===== config.mk =====
export PLATFORM = sky130hd
export DESIGN_NAME = bmc_top
export DESIGN_NICKNAME = d
export VERILOG_FILES = /design/src/logic/bmc_pkg.sv /design/src/logic/wb_decoder.sv /design/src/logic/sys_config.sv /design/src/logic/level_checker.sv /design/src/logic/irq_controller.sv /design/src/logic/bmc_top.sv
export VERILOG_INCLUDE_DIRS = /design/src /design/src/logic
export SDC_FILE = /design/constraint.sdc
export NUM_CORES = 1
export LEC_CHECK = 0
export BUFFER_PORTS_ARGS = -buffer_cell sky130_fd_sc_hd__clkbuf_2
export CAP_MARGIN = 25
export CORE_MARGIN = 1
export CORE_UTILIZATION = 45
export CTS_BUF_LIST = sky130_fd_sc_hd__clkbuf_4 sky130_fd_sc_hd__clkbuf_8
export CTS_CLUSTER_SIZE = 40
export DETAILED_ROUTE_END_ITERATION = 12
export SYNTH_ARGS = -nofsm -noshare
export SYNTH_HDL_FRONTEND = slang
export SYNTH_SLANG_ARGS = --single-unit

===== constraint.sdc =====
create_clock -name gclk40 -period 4.9 [get_ports gclk40]
set_input_delay 0.245 -clock gclk40 [delete_from_list [all_inputs] [get_ports gclk40]]
set_output_delay 0.245 -clock gclk40 [all_outputs]
set_load 0.01 [all_outputs]

===== src/logic/bmc_macros.svh =====
`ifndef BMC_MACROS_SVH
`define BMC_MACROS_SVH

// Wishbone geometry
`define BMC_ADDR_W 16
`define BMC_DATA_W 16

// ADC results and level checker channels
`define BMC_ADC_W       12
`define BMC_LC_CHANNELS 8
`define BMC_CH_W        3

// Address map, bounds inclusive
`define BMC_SYSCONF_BASE 16'h0000
`define BMC_SYSCONF_HIGH 16'h0003
`define BMC_LEVCHK_BASE  16'h0100
`define BMC_LEVCHK_HIGH  16'h011F
`define BMC_IRQC_BASE    16'h0200
`define BMC_IRQC_HIGH    16'h0203

// Board identity
`define BMC_BOARD_ID           16'h0B4C
`define BMC_REV_MAJOR          8'd1
`define BMC_REV_MINOR          8'd3
`define BMC_DEFAULT_SYS_CONFIG 8'h01

// Level violation and bus error
`define BMC_IRQ_SOURCES 2

`endif


===== src/logic/bmc_pkg.sv =====
`include "bmc_macros.svh"

package bmc_pkg;

  // Master request, shared by all slaves except for stb
  typedef struct packed {
    logic                   cyc;
    logic                   stb;
    logic                   we;
    logic [`BMC_ADDR_W-1:0] adr;
    logic [`BMC_DATA_W-1:0] dat;
  } wb_req_t;

  typedef struct packed {
    logic [`BMC_DATA_W-1:0] dat;
    logic                   ack;
    logic                   err;
  } wb_rsp_t;

  // One ADC conversion, pushed without handshake
  typedef struct packed {
    logic                  strb;
    logic [`BMC_CH_W-1:0]  channel;
    logic [`BMC_ADC_W-1:0] result;
  } adc_sample_t;

  typedef enum logic [1:0] {
    SEL_SYSCONF = 2'd0,
    SEL_LEVCHK  = 2'd1,
    SEL_IRQC    = 2'd2,
    SEL_NONE    = 2'd3  // No slave at this address
  } slave_sel_e;

  // Bit positions in the interrupt status register
  typedef enum logic [0:0] {
    IRQ_LEVEL_VIOL = 1'b0,
    IRQ_BUS_ERR    = 1'b1
  } irq_src_e;

endpackage


===== src/logic/wb_decoder.sv =====
`timescale 1ns/1ns
`include "bmc_macros.svh"

module wb_decoder (
  input  logic             gclk40,
  input  logic             rst_i,
  input  bmc_pkg::wb_req_t wb_req_i,
  output bmc_pkg::wb_rsp_t wb_rsp_o,
  output bmc_pkg::wb_req_t sysconf_req_o,
  output bmc_pkg::wb_req_t levchk_req_o,
  output bmc_pkg::wb_req_t irqc_req_o,
  input  bmc_pkg::wb_rsp_t sysconf_rsp_i,
  input  bmc_pkg::wb_rsp_t levchk_rsp_i,
  input  bmc_pkg::wb_rsp_t irqc_rsp_i,
  output logic             bus_err_o
);
  import bmc_pkg::*;

  slave_sel_e sel;    // From the live address
  slave_sel_e sel_q;  // Target of the access now answering
  logic       strobe;
  logic       err_q;

  function automatic logic in_region(input logic [`BMC_ADDR_W-1:0] adr,
                                     input logic [`BMC_ADDR_W-1:0] base,
                                     input logic [`BMC_ADDR_W-1:0] high);
    return (adr >= base) && (adr <= high);
  endfunction

  assign strobe = wb_req_i.cyc & wb_req_i.stb;

  always_comb begin
    if (in_region(wb_req_i.adr, `BMC_SYSCONF_BASE, `BMC_SYSCONF_HIGH)) begin
      sel = SEL_SYSCONF;
    end else if (in_region(wb_req_i.adr, `BMC_LEVCHK_BASE, `BMC_LEVCHK_HIGH)) begin
      sel = SEL_LEVCHK;
    end else if (in_region(wb_req_i.adr, `BMC_IRQC_BASE, `BMC_IRQC_HIGH)) begin
      sel = SEL_IRQC;
    end else begin
      sel = SEL_NONE;
    end
  end

  always_comb begin
    sysconf_req_o     = wb_req_i;
    levchk_req_o      = wb_req_i;
    irqc_req_o        = wb_req_i;
    sysconf_req_o.stb = wb_req_i.stb & (sel == SEL_SYSCONF);
    levchk_req_o.stb  = wb_req_i.stb & (sel == SEL_LEVCHK);
    irqc_req_o.stb    = wb_req_i.stb & (sel == SEL_IRQC);
  end

  always_ff @(posedge gclk40) begin
    if (rst_i) begin
      sel_q <= SEL_NONE;
      err_q <= 1'b0;
    end else begin
      if (strobe) begin
        sel_q <= sel;
      end
      // A stb held over the err cycle is the master letting go, not a new access
      err_q <= strobe & (sel == SEL_NONE) & ~err_q;
    end
  end

  always_comb begin
    case (sel_q)
      SEL_SYSCONF: wb_rsp_o = sysconf_rsp_i;
      SEL_LEVCHK:  wb_rsp_o = levchk_rsp_i;
      SEL_IRQC:    wb_rsp_o = irqc_rsp_i;
      default:     wb_rsp_o = '0;
    endcase
    wb_rsp_o.err = wb_rsp_o.err | err_q;
  end

  assign bus_err_o = err_q;  // Same pulse as err

  a_ack_err_excl: assert property (@(posedge gclk40) disable iff (rst_i)
    !(wb_rsp_o.ack && wb_rsp_o.err));

  a_rsp_needs_stb: assert property (@(posedge gclk40) disable iff (rst_i)
    (wb_rsp_o.ack || wb_rsp_o.err) |-> $past(strobe));

endmodule


===== src/logic/sys_config.sv =====
`timescale 1ns/1ns
`include "bmc_macros.svh"

module sys_config (
  input  logic             gclk40,
  input  logic             rst_i,
  input  bmc_pkg::wb_req_t wb_req_i,
  output bmc_pkg::wb_rsp_t wb_rsp_o,
  output logic [7:0]       sys_config_o
);
  localparam logic [`BMC_ADDR_W-1:0] OFFS_ID     = 16'd0;
  localparam logic [`BMC_ADDR_W-1:0] OFFS_REV    = 16'd1;
  localparam logic [`BMC_ADDR_W-1:0] OFFS_CONFIG = 16'd2;

  logic                   strobe;
  logic                   ack_q;
  logic [7:0]             config_q;
  logic [`BMC_ADDR_W-1:0] offs;
  logic [`BMC_DATA_W-1:0] rdata;
  logic [`BMC_DATA_W-1:0] rdata_q;

  // Ignore a stb still high during our own ack
  assign strobe = wb_req_i.cyc & wb_req_i.stb & ~ack_q;
  assign offs   = wb_req_i.adr - `BMC_SYSCONF_BASE;

  always_comb begin
    case (offs)
      OFFS_ID:     rdata = `BMC_BOARD_ID;
      OFFS_REV:    rdata = {`BMC_REV_MAJOR, `BMC_REV_MINOR};
      OFFS_CONFIG: rdata = {8'h00, config_q};
      default:     rdata = '0;
    endcase
  end

  always_ff @(posedge gclk40) begin
    if (rst_i) begin
      ack_q    <= 1'b0;
      config_q <= `BMC_DEFAULT_SYS_CONFIG;
    end else begin
      ack_q <= strobe;
      if (strobe && wb_req_i.we && (offs == OFFS_CONFIG)) begin
        config_q <= wb_req_i.dat[7:0];  // ID and revision stay fixed
      end
    end
  end

  always_ff @(posedge gclk40) begin
    if (strobe) begin
      rdata_q <= rdata;
    end
  end

  always_comb begin
    wb_rsp_o     = '0;
    wb_rsp_o.dat = rdata_q;
    wb_rsp_o.ack = ack_q;
  end

  assign sys_config_o = config_q;  // Board configuration pins

  a_ack_single: assert property (@(posedge gclk40) disable iff (rst_i)
    ack_q |=> !ack_q);

endmodule


===== src/logic/level_checker.sv =====
`timescale 1ns/1ns
`include "bmc_macros.svh"

module level_checker (
  input  logic                        gclk40,
  input  logic                        rst_i,
  input  bmc_pkg::wb_req_t            wb_req_i,
  output bmc_pkg::wb_rsp_t            wb_rsp_o,
  input  bmc_pkg::adc_sample_t        adc_i,
  output logic [`BMC_LC_CHANNELS-1:0] v_in_range_o,
  output logic                        level_viol_o
);
  // Low thresholds first, then high thresholds, then the in-range vector
  localparam logic [`BMC_ADDR_W-1:0] OFFS_HIGH = `BMC_LC_CHANNELS;
  localparam logic [`BMC_ADDR_W-1:0] OFFS_VEC  = 2 * `BMC_LC_CHANNELS;

  logic [`BMC_ADC_W-1:0]       thr_low  [`BMC_LC_CHANNELS];
  logic [`BMC_ADC_W-1:0]       thr_high [`BMC_LC_CHANNELS];
  logic [`BMC_LC_CHANNELS-1:0] in_range_q;
  logic                        viol_q;
  logic                        strobe;
  logic                        ack_q;
  logic [`BMC_ADDR_W-1:0]      offs;
  logic [`BMC_CH_W-1:0]        idx;
  logic                        wr_low;
  logic                        wr_high;
  logic [`BMC_DATA_W-1:0]      rdata;
  logic [`BMC_DATA_W-1:0]      rdata_q;
  logic                        sample_ok;

  assign strobe = wb_req_i.cyc & wb_req_i.stb & ~ack_q;
  assign offs   = wb_req_i.adr - `BMC_LEVCHK_BASE;
  assign idx    = offs[`BMC_CH_W-1:0];  // Channel within either threshold bank

  assign wr_low  = strobe & wb_req_i.we & (offs < OFFS_HIGH);
  assign wr_high = strobe & wb_req_i.we & (offs >= OFFS_HIGH) & (offs < OFFS_VEC);

  // Inclusive window on both ends
  assign sample_ok = (adc_i.result >= thr_low[adc_i.channel]) &&
                     (adc_i.result <= thr_high[adc_i.channel]);

  always_ff @(posedge gclk40) begin
    if (rst_i) begin
      for (int i = 0; i < `BMC_LC_CHANNELS; i++) begin
        thr_low[i]  <= '0;
        thr_high[i] <= '1;  // Full scale so nothing is flagged
      end
      in_range_q <= '1;
      viol_q     <= 1'b0;
      ack_q      <= 1'b0;
    end else begin
      ack_q  <= strobe;
      viol_q <= adc_i.strb & ~sample_ok;
      if (adc_i.strb) begin
        in_range_q[adc_i.channel] <= sample_ok;
      end
      if (wr_low) begin
        thr_low[idx] <= wb_req_i.dat[`BMC_ADC_W-1:0];
      end
      if (wr_high) begin
        thr_high[idx] <= wb_req_i.dat[`BMC_ADC_W-1:0];
      end
    end
  end

  always_comb begin
    rdata = '0;
    if (offs < OFFS_HIGH) begin
      rdata[`BMC_ADC_W-1:0] = thr_low[idx];
    end else if (offs < OFFS_VEC) begin
      rdata[`BMC_ADC_W-1:0] = thr_high[idx];
    end else if (offs == OFFS_VEC) begin
      rdata[`BMC_LC_CHANNELS-1:0] = in_range_q;
    end
  end

  always_ff @(posedge gclk40) begin
    if (strobe) begin
      rdata_q <= rdata;
    end
  end

  always_comb begin
    wb_rsp_o     = '0;
    wb_rsp_o.dat = rdata_q;
    wb_rsp_o.ack = ack_q;
  end

  assign v_in_range_o = in_range_q;
  assign level_viol_o = viol_q;

  // A violation follows a sample and leaves that channel out of range
  a_viol_after_sample: assert property (@(posedge gclk40) disable iff (rst_i)
    level_viol_o |-> $past(adc_i.strb) && !v_in_range_o[$past(adc_i.channel)]);

endmodule


===== src/logic/irq_controller.sv =====
`timescale 1ns/1ns
`include "bmc_macros.svh"

module irq_controller (
  input  logic                        gclk40,
  input  logic                        rst_i,
  input  bmc_pkg::wb_req_t            wb_req_i,
  output bmc_pkg::wb_rsp_t            wb_rsp_o,
  input  logic [`BMC_IRQ_SOURCES-1:0] irq_src_i,
  output logic                        irq_o
);
  localparam logic [`BMC_ADDR_W-1:0] OFFS_STATUS = 16'd0;
  localparam logic [`BMC_ADDR_W-1:0] OFFS_MASK   = 16'd1;

  logic                        strobe;
  logic                        ack_q;
  logic [`BMC_ADDR_W-1:0]      offs;
  logic [`BMC_IRQ_SOURCES-1:0] status_q;
  logic [`BMC_IRQ_SOURCES-1:0] mask_q;
  logic [`BMC_IRQ_SOURCES-1:0] clr;
  logic                        irq_q;
  logic [`BMC_DATA_W-1:0]      rdata;
  logic [`BMC_DATA_W-1:0]      rdata_q;

  assign strobe = wb_req_i.cyc & wb_req_i.stb & ~ack_q;
  assign offs   = wb_req_i.adr - `BMC_IRQC_BASE;

  // Write 1 to clear
  assign clr = (strobe && wb_req_i.we && (offs == OFFS_STATUS)) ?
               wb_req_i.dat[`BMC_IRQ_SOURCES-1:0] : '0;

  always_ff @(posedge gclk40) begin
    if (rst_i) begin
      ack_q    <= 1'b0;
      status_q <= '0;
      mask_q   <= '1;
      irq_q    <= 1'b0;
    end else begin
      ack_q    <= strobe;
      status_q <= (status_q & ~clr) | irq_src_i;  // New pulse beats the clear
      irq_q    <= |(status_q & mask_q);
      if (strobe && wb_req_i.we && (offs == OFFS_MASK)) begin
        mask_q <= wb_req_i.dat[`BMC_IRQ_SOURCES-1:0];
      end
    end
  end

  always_comb begin
    rdata = '0;
    case (offs)
      OFFS_STATUS: rdata[`BMC_IRQ_SOURCES-1:0] = status_q;
      OFFS_MASK:   rdata[`BMC_IRQ_SOURCES-1:0] = mask_q;
      default:     rdata = '0;
    endcase
  end

  always_ff @(posedge gclk40) begin
    if (strobe) begin
      rdata_q <= rdata;
    end
  end

  always_comb begin
    wb_rsp_o     = '0;
    wb_rsp_o.dat = rdata_q;
    wb_rsp_o.ack = ack_q;
  end

  assign irq_o = irq_q;

endmodule


===== src/logic/bmc_top.sv =====
`timescale 1ns/1ns
`include "bmc_macros.svh"

module bmc_top (
  input  logic                        gclk40,
  input  logic                        rst_i,
  input  bmc_pkg::wb_req_t            wb_req_i,
  output bmc_pkg::wb_rsp_t            wb_rsp_o,
  input  bmc_pkg::adc_sample_t        adc_i,
  output logic [7:0]                  sys_config_o,
  output logic [`BMC_LC_CHANNELS-1:0] v_in_range_o,
  output logic                        irq_o
);
  import bmc_pkg::*;

  wb_req_t                     sysconf_req;
  wb_req_t                     levchk_req;
  wb_req_t                     irqc_req;
  wb_rsp_t                     sysconf_rsp;
  wb_rsp_t                     levchk_rsp;
  wb_rsp_t                     irqc_rsp;
  logic                        level_viol;
  logic                        bus_err;
  logic [`BMC_IRQ_SOURCES-1:0] irq_src;

  // Status bit order
  assign irq_src[IRQ_LEVEL_VIOL] = level_viol;
  assign irq_src[IRQ_BUS_ERR]    = bus_err;

  wb_decoder wb_decoder_inst (
    .gclk40(gclk40), .rst_i(rst_i),
    .wb_req_i(wb_req_i), .wb_rsp_o(wb_rsp_o),
    .sysconf_req_o(sysconf_req), .levchk_req_o(levchk_req), .irqc_req_o(irqc_req),
    .sysconf_rsp_i(sysconf_rsp), .levchk_rsp_i(levchk_rsp), .irqc_rsp_i(irqc_rsp),
    .bus_err_o(bus_err)
  );

  sys_config sys_config_inst (
    .gclk40(gclk40), .rst_i(rst_i),
    .wb_req_i(sysconf_req), .wb_rsp_o(sysconf_rsp),
    .sys_config_o(sys_config_o)
  );

  level_checker level_checker_inst (
    .gclk40(gclk40), .rst_i(rst_i),
    .wb_req_i(levchk_req), .wb_rsp_o(levchk_rsp),
    .adc_i(adc_i),
    .v_in_range_o(v_in_range_o), .level_viol_o(level_viol)
  );

  irq_controller irq_controller_inst (
    .gclk40(gclk40), .rst_i(rst_i),
    .wb_req_i(irqc_req), .wb_rsp_o(irqc_rsp),
    .irq_src_i(irq_src), .irq_o(irq_o)
  );

endmodule


Yosys cells after proc, flatten, opt, wreduce, memory -nomap -nowiden:

Memory sizes are Yosys's and may differ from the RTL's.
Cells that the tools add are included.

* register bits after elaboration: 58
* RAM bits: 192
* output and inout bits: 35
* word-level logic and storage cells: 112
* memories kept: 2

Memories
* level_checker_inst.thr_high: depth 8, width 12, read ports 2, clocked after memory_dff 0, write ports 8, line level_checker.sv:18 `` logic [`BMC_ADC_W-1:0] thr_high [`BMC_LC_CHANNELS]; ``
* level_checker_inst.thr_low: depth 8, width 12, read ports 2, clocked after memory_dff 0, write ports 8, line level_checker.sv:17 `` logic [`BMC_ADC_W-1:0] thr_low [`BMC_LC_CHANNELS]; ``

* $add $sub $neg: 2
* $lt $le $gt $ge: 13
* equality and inequality tests: 9
* muxes and demuxes: 28
* bitwise logic cells: 27
* reduce and logical (&&, ||, !) cells: 17

Operators by type and width (count)
* $pmux W18 S3: 1
* $mux W12: 3
* $pmux W12 S3: 1
* $eq A16 B1 Y1 const B: 2
* $logic_not A16 Y1: 2
* $reduce_or A12 Y1: 2
* $and A1 B1 Y1: 17
* $eq A16 B2 Y1 const B: 1
* $eq A16 B5 Y1 const B: 1
* $ge A16 B1 Y1 const B: 1
* $ge A16 B10 Y1 const B: 1
* $ge A16 B4 Y1 const B: 1
* $ge A16 B9 Y1 const B: 1
* $le A16 B10 Y1 const B: 1
* $le A16 B2 Y1 const B: 1
* $le A16 B9 Y1 const B: 1
* $lt A16 B4 Y1 const B: 1
* $lt A16 B5 Y1 const B: 1
* $mux W8: 2
* $sub A16 B10 Y16 const B: 1
* $sub A16 B9 Y16 const B: 1
* $ge A12 B12 Y1: 1
* $le A12 B12 Y1: 1
* $mux W1: 12
* other kinds (18): 39

Depth between registers and ports, before layout:

Gate-level depths: netlist of run 1.

* depth in word-level cells: 17
* gate-level depth with buffers: 11

Cells and area by module:

A second synthesis of run 1 with hierarchy kept.

* cell total of the unflattened synthesis: 1385
* area, all modules: 15413.5 sq um

Modules (own cells, without submodules)
* level_checker: instances 1, cells an instance 1047, area an instance 12559.5 sq um, sequential area each 6326.1 sq um
* wb_decoder: instances 1, cells an instance 186, area an instance 1340.0 sq um, sequential area each 60.1 sq um
* sys_config: instances 1, cells an instance 84, area an instance 913.4 sq um, sequential area each 480.5 sq um
* irq_controller: instances 1, cells an instance 68, area an instance 600.6 sq um, sequential area each 180.2 sq um

Worst setup path after synthesis of run 1:

OpenSTA, ideal clock, no wires.

* path kind: input-to-reg
* from: input port adc_i[12] (netlist bit)
* to: register level_checker_inst.viol_q (netlist: level_checker_inst.level_viol_o)
* setup time: 115 ps
* data arrival time: 3032 ps
* required time: 4785 ps
* path slack: 1753 ps
* stages on the path: 11
* path buffers: 2
* cell sequence: clkbuf_1 buf_1 mux4_2 mux2_2 ha_1 nand2b_1 a31oi_1 o221a_2 o21ai_0 o211ai_1 and3b_1

* longest elaborated chain between the ends: 5

Ends and longest elaborated chain
* start, declared: line bmc_top.sv:9 `input bmc_pkg::adc_sample_t adc_i,`
* $mem_v2 Z8 W12 (on tied branches)
* $ge A12 B12 Y1 or $le A12 B12 Y1 (tied branches): line level_checker.sv:39, level_checker.sv:40
* $logic_and A1 B1 Y1 *: line level_checker.sv:39 `assign sample_ok = (adc_i.result >= thr_low[adc_i.channel]) &&`
* $not A1 Y1 *: line level_checker.sv:53 `viol_q <= adc_i.strb & ~sample_ok;`
* $and A1 B1 Y1 *: line level_checker.sv:53
* end signal, assigned: line level_checker.sv:53
* end, declared: line level_checker.sv:20 `logic viol_q;`

Every way passes the cells marked *; elsewhere a longest branch is shown, timed or not.
A chain may end at the register's enable or synchronous reset.

Worst setup path after layout of run 1:

* from: input port adc_i[12] (netlist bit)
* to: register level_checker_inst.in_range_q[5] (netlist: level_checker_inst.v_in_range_o[5])

* longest elaborated chain between the ends: 5

Ends and longest elaborated chain
* branches (longest 4 deep; another with $mem_v2 Z8 W12)
* $bwmux W8 *: line level_checker.sv:55 `in_range_q[adc_i.channel] <= sample_ok;`
* end signal, assigned by index: line level_checker.sv:55
* end, declared: line level_checker.sv:19 `` logic [`BMC_LC_CHANNELS-1:0] in_range_q; ``

Every way passes the cells marked *.

==> run_results.csv, run 1 <==
group,metric,value,unit
status,status,"completed",
grt,antenna_found_initial,1,
setup_path,cp.arrival,3.61,ns
clocking,htree_num_levels,2,
routing,drt_iter0_drc,1331,
die,top_level_ports,88,
clocking,clock-sinks,244,
sta,finalSetupViolCount,0,
final_layout,syn_to_final_growth,13.3,%
sta,hold_slack,0.0516,ns
grt,grt_pass1_vias,10700,
routing,via_count,10900,
sta,hold_violations,0,
synth,synth_edf_count,216,
setup_path,cp-end-kind,"flop",
setup_path,crit_path_cell_trace,"buf_4 -> buf_4 -> mux4_2 -> mux2i_1 -> ha_1 -> nand2_1 -> o21ai_0 -> a211oi_1 -> o211ai_1 -> o21ai_0",
clocking,cts_hold_buf,0,
final_layout,design_area,15500,um^2
grt,grt_max_degree,56,
die,die_x,176,um
sta,finalSetupTns,0,ns
synth,ys.flop_type,"edfxtp_1",
synth,syn_avg_cell_area,12.1,um^2
power_and_ir_drop,ir_drop,0.177,mV
setup_path,crit_path_end,"level_checker_inst.v_in_range_o[5]",
routing,wire_per_inst,28.5,um
final_layout,nNetsFinal,1305,
clocking,cts_tree,"yes",
synth,synth_area_leaders,"edfxtp_1 48%, mux4_2 9.4%, mux2i_1 4.7%",
setup_path,crit_fanout,33,
setup_path,r2r_end,"level_checker_inst.v_in_range_o[5]",
grt,grtUsageTotal,30.4,%
sta,fin_crit,3.24,ns
grt,grt_util_met2,47.2,%
setup_path,critical_path_buf_inv_count,2,
clocking,cts_buffers,43,
routing,via_per_inst,6.65,
setup_path,cpPeakStageDelay,0.76,ns
setup_path,slowest_stage,"o211ai_1",
synth,synth_cells,1131,
routing,wl,46.9,mm
flow_run,maxCapViolations,0,
synth,async_reset_ff_share,0,%
die,dieArea,31000,um^2
grt,met3_usage,5.62,%
clocking,ctsResizeCount,0,
grt,busiest_layer,"met2",
final_layout,final_common_cell,"edfxtp_1",
setup_path,worstSetupPathType,"input pin to flop",
setup_path,r2r_slack,1.79,ns
synth,synth_top_cell_by_area,"edfxtp_1",
routing,ant_nets,0,
clocking,cts_root_buf,"clkbuf_8",
final_layout,antenna_cells,0,
routing,drc,0,
clocking,cts_setup_buffers,0,
setup_path,start_kind,"input pin",
synth,ys_seq_area_share,51.6,%
sta,fmax,309,MHz
setup_path,crit_family,"compound AO/OA/AOI/OAI gates",
setup_path,r2r_start,"level_checker_inst.thr_high[7][6]",
die,initial_utilization,45.9,%
grt,gr-usage-met1,42.7,%
min_path,hold_class,"input pin to flop",
synth,synth_area,13700,um^2
placement,port_buffers,79,
power_and_ir_drop,p_leak,0.00525,uW
power_and_ir_drop,power.density,318,nW/um^2
setup_path,ff2ff_path_depth,8,
placement,gp_congestion,0.905,
die,die_h,176,um
sta,drv_slew,0,
sta,rsz0062_at_grt,"false",
final_layout,layout_common_cells,"216 x edfxtp_1, 102 x nand2_1, 78 x clkbuf_2, 73 x nor2_1, 72 x nor4_1",
clocking,clk_path_buf_depth,3,
sta,worst_pin_slew,1.07,ns
synth,synth-seq-cells,244,
synth,yosys.area.top_type_share,47.5,%
grt,grt_first_pass_wirelength,68.8,mm
placement,placed_cell_area,14600,um^2
synth,synth_warnings,0,
sta,clock_skew,0.0259,ns
grt,grt_overflow_total,0,
placement,dpl.hpwl,31.2,mm
die,fp.coreArea,29700,um^2
sta,fin_crit_sh,66.0,%
final_layout,drive_gt1_share,25.4,%
routing,drtPass1Iterations,7,
setup_path,startpoint,"adc_i[12]",
sta,relSlewSlack,28.8,%
final_layout,fillers,2633,
setup_path,crit_cells,10,
die,rows,63,
clocking,clock_latency,0.56,ns
synth,synth_cell_types,64,
clocking,clk_pin_slew,0.06,ns
setup_path,crit_required,5.28,ns
==> kinds of logic after synthesis <==
kind of cell               synth area share, %
xor gates and xnor gates                 0.128
and+or+nand+nor                           16.5
DFF                                       51.6
AOI/OAI and AO/OA                         9.50
buffers and inverters                     3.84
other                                   0.0275
adders and majority gates                 2.93
muxes                                     15.4
==> final cells by class <==
class,instances,area [um^2],area share [%]
clock inverters,13,53.8,0.348
clock buffers,66,790,5.11
well taps,390,488,3.16
repair buffers,143,911,5.89
multi-input cells,775,6120,39.6
inverters,13,48.8,0.316
flip-flops and latches,244,7050,45.6
==> cell usage after synthesis (all sizes together) (2+ instances only) <==
| cell type | n |
|---|---|
| edfxtp | 216 |
| nand2 | 102 |
| nor4 | 85 |
| nor2 | 74 |
| mux2i | 64 |
| clkbuf | 63 |
| nand4 | 59 |
| mux4 | 57 |
| buf | 39 |
| a21oi | 38 |
| ha | 32 |
| dfxtp | 28 |
| o21ai | 27 |
| nor3 | 26 |
| a22oi | 20 |
| nor2b | 19 |
| a221oi | 18 |
| o21bai | 18 |
| mux2 | 16 |
| nand3 | 15 |
| inv | 13 |
| and2 | 9 |
| nand2b | 9 |
| a21o | 8 |
| a22o | 8 |
| a211oi | 6 |
| a311oi | 5 |
| o2bb2ai | 5 |
| a31oi | 4 |
| and3 | 4 |
| o221ai | 4 |
| a21boi | 3 |
| nand3b | 3 |
| nand4b | 3 |
| a2111o | 2 |
| a2111oi | 2 |
| a211o | 2 |
| a41oi | 2 |
| nor3b | 2 |
| o2111ai | 2 |
| o211ai | 2 |
| or2 | 2 |
==> power breakdown <==
part,switching [uW],internal (uW),leakage (uW),total [uW]
clock,852,1020,0.000455,1870
combinational,389,245,0.00249,634
sequential,55.4,2340,0.00230,2400
==> state kept, by name, summed over array words and instances (netlist names), 8 cells and up <==
signal / count
level_checker_inst.rdata_q: 12
level_checker_inst.thr_high: 96
level_checker_inst.thr_low: 96
level_checker_inst.v_in_range_o: 8
sys_config_inst.rdata_q: 10
sys_config_inst.sys_config_o: 8
==> how the worst min path moves through the flow <==
| stage | from | endpoint | slack [ns] | cells past startpoint |
|---|---|---|---|---|
| global route | adc_i[15] | level_checker_inst.level_viol_o | 0.05 | 2 |
| CTS | adc_i[15] | level_checker_inst.level_viol_o | 0.04 | 2 |
| detailed placement | level_checker_inst.level_viol_o | irq_controller_inst.status_q[0] | 0.47 | 2 |
| floorplan | wb_req_i[1] | irq_controller_inst.status_q[1] | 0.35 | 1 |
| global placement | level_checker_inst.level_viol_o | irq_controller_inst.status_q[0] | 0.46 | 2 |
| finish | adc_i[15] | level_checker_inst.level_viol_o | 0.05 | 2 |
==> routing by layer <==
layer	part of all wire (%)	wire length, um
met1	41	19000
met2	45	21200
met3	11	5100
met4	3.3	1540
met5	0	0
==> through the flow <==
| stage | total power, uW | worst slack [ns] | instances | util, % |
|---|---|---|---|---|
| after floorplan | 2800 | 1.75 | 1134 | - |
| after global placement | 3050 | 1.21 | 1564 | 49.1 |
| after detailed placement | 3060 | 1.18 | 1565 | 49.2 |
| after CTS | 4910 | 1.69 | 1644 | 52.0 |
| after global routing | 5050 | 1.49 | 1644 | 52.0 |
| final | 4910 | 1.66 | 1644 | 52.0 |
Power figures use the tool's default switching activity.
==> run 2: changes to the inputs <==
--- a/config.mk
+++ b/config.mk
@@ -6,6 +6,7 @@
 export SDC_FILE = /design/constraint.sdc
 export NUM_CORES = 1
 export LEC_CHECK = 0
+export ABC_AREA = 1
 export BUFFER_PORTS_ARGS = -buffer_cell sky130_fd_sc_hd__clkbuf_2
 export CAP_MARGIN = 25
 export CORE_MARGIN = 1
==> constraint.sdc (replaced) <==
create_clock -name gclk40 -period 3.21 [get_ports gclk40]
set_input_delay 0.1605 -clock gclk40 [delete_from_list [all_inputs] [get_ports gclk40]]
set_output_delay 0.1605 -clock gclk40 [all_outputs]
set_load 0.01 [all_outputs]
==> run_results.csv, run 2 <==
group,metric,value,unit
sta,fin_crit,2.76,ns
routing,drtPass1Iterations,5,
synth,synth_edf_count,216,
setup_path,cp.arrival,3.19,ns
routing,drt_iter0_drc,1648,
routing,drc,0,
die,rows,62,
synth,synth_warnings,0,
power_and_ir_drop,ir_drop,0.245,mV
synth,async_reset_ff_share,0,%
routing,ant_nets,0,
die,die_h,173,um
setup_path,crit_required,3.64,ns
clocking,ctsResizeCount,0,
clocking,htree_num_levels,2,
synth,ys_seq_area_share,53.4,%
placement,post-place-ws,0.219,ns
die,dieArea,30000,um^2
die,die_x,173,um
final_layout,syn_to_final_growth,17.5,%
final_layout,antenna_cells,0,
placement,dpl.hpwl,31.9,mm
sta,drv_slew,0,
sta,fin_crit_sh,86.0,%
min_path,hold_class,"input pin to flop",
synth,ys.flop_type,"edfxtp_1",
routing,via_per_inst,5.98,
setup_path,cp-end-kind,"flop",
setup_path,worstSetupPathType,"flop to flop",
sta,fmax,362,MHz
setup_path,slowest_stage,"edfxtp_1",
clocking,clk_pin_slew,0.06,ns
power_and_ir_drop,power.density,476,nW/um^2
synth,synth_cells,1453,
grt,antenna_found_initial,0,
die,top_level_ports,88,
grt,grt_pass1_vias,11500,
synth,synth_area_leaders,"edfxtp_1 49%, nor2_1 5.8%, o21ai_0 5.6%",
sta,rsz0062_at_grt,"false",
placement,gp_congestion,0.930,
placement,port_buffers,79,
setup_path,critical_path_buf_inv_count,2,
setup_path,crit_family,"compound AO/OA/AOI/OAI gates",
final_layout,final-instance-count-excl-fill,2002,
status,status,"completed",
sta,worst_pin_slew,0.894,ns
sta,finalSetupViolCount,0,
setup_path,cpPeakStageDelay,0.36,ns
final_layout,fin_util,53.9,%
synth,syn_avg_cell_area,9.08,um^2
power_and_ir_drop,power.total,7380,uW
grt,grt_first_pass_wirelength,69.4,mm
clocking,cts_tree,"yes",
synth,synth-seq-cells,244,
die,fp.coreArea,28800,um^2
routing,wl,46.8,mm
synth,synthTopCellsByCount,"216 x edfxtp_1, 204 x nor2_1, 179 x nand2_1",
grt,grtUsageTotal,31.1,%
synth,synth_top_cell_by_area,"edfxtp_1",
clocking,cts_root_buf,"clkbuf_8",
clocking,cts_setup_buffers,0,
sta,setup_ws,0.448,ns
synth,yosys.area.top_type_share,49.1,%
final_layout,drive_gt1_share,17.9,%
clocking,cts_buffers,43,
final_layout,nNetsFinal,1670,
grt,grt_max_degree,54,
final_layout,reg_top3,"level_checker_inst.thr_high (96), level_checker_inst.thr_low (96), level_checker_inst.rdata_q (12)",
synth,synth.most_common_cell,"edfxtp_1",
clocking,clock-sinks,244,
synth,synth_area,13200,um^2
power_and_ir_drop,p_leak,0.00602,uW
routing,via_count,12000,
die,initial_utilization,45.9,%
sta,finalSetupTns,0,ns
placement,placedCellCount,1912,
setup_path,start_kind,"flop",
clocking,clock_latency,0.57,ns
setup_path,crit_fanout,9,
sta,clock_skew,0.0411,ns
flow_run,maxCapViolations,0,
setup_path,crit_path_cell_trace,"inv_1 -> a21oi_1 -> o21ai_0 -> o21ai_0 -> a211oi_1 -> ha_1 -> a21oi_1 -> o21ai_0 -> a21oi_1 -> o211ai_1 -> o41ai_1 -> nand2_1 -> clkinv_1 -> nor3_1",
synth,synth_cell_types,45,
final_layout,layout_common_cells,"216 x edfxtp_1, 203 x nor2_1, 179 x nand2_1, 143 x inv_1, 140 x o21ai_0",
sta,relSlewSlack,40.4,%
grt,grt_overflow_total,0,
final_layout,final_common_cell,"edfxtp_1",
clocking,clk_path_buf_depth,3,
sta,hold_violations,0,
clocking,cts_hold_buf,12,
routing,wire_per_inst,23.4,um
[run 2: cell families (layout without fill, tap and decap cells)]
logic type,count (synthesis),after routing,synth area share [%]
AO/OA/AOI/OAI,340,340,15.6
buffers and inverters,255,417,7.92
AND/OR/NAND/NOR,580,580,20.0
flip-flops,244,244,53.4
adder cells (fa/ha/maj),32,32,3.03
XOR/XNOR,1,1,0.0664
other,1,4,0.0284
[run 2: layout make-up]
| type | instances | area (um^2) |
|---|---|---|
| fillers | 2652 | 13300 |
| clock buffers | 63 | 767 |
| clock inverters | 15 | 118 |
| multi-input cells | 957 | 5120 |
| well taps | 384 | 480 |
| flip-flops and latches | 244 | 7050 |
| repair buffers | 184 | 1390 |
| inverters | 155 | 582 |
[run 2: where the power goes]
group	switching, uW	total, uW	internal [uW]
sequential	39.4	3550	3510
combinational	579	833	254
clock	1310	3000	1690
total	1930	7380	5460
[run 2: layer usage]
layer  vias up  GRT usage, %  routed length (um)
met3       154          5.00                4980
met2       777          48.2               20800
met5         -             0                   0
met1      5668          42.4               18500
li1       5382             -                   -
met4         0          15.9                2460
[run 2: final timing paths]
| path | startpoint | endpoint | slack [ns] | cells after the start |
|---|---|---|---|---|
| worst max-delay path | level_checker_inst.thr_high[5][1] | level_checker_inst.level_viol_o | 0.45 | 14 |
| worst min-delay path | rst_i | irq_controller_inst.status_q[1] | 0.14 | 2 |
| worst max register to register | level_checker_inst.thr_high[5][1] | level_checker_inst.level_viol_o | 0.45 | 14 |
| worst min register to register | sys_config_inst.ack_q | sys_config_inst.ack_q | 0.47 | 1 |
[run 2: through the flow]
step                instance area, um^2  hold slack (ns)
global route                      15500            0.144
finish                            15500            0.136
floorplan                         13200            0.304
detailed placement                14500            0.443
global placement                  14500            0.446
CTS                               15500            0.131
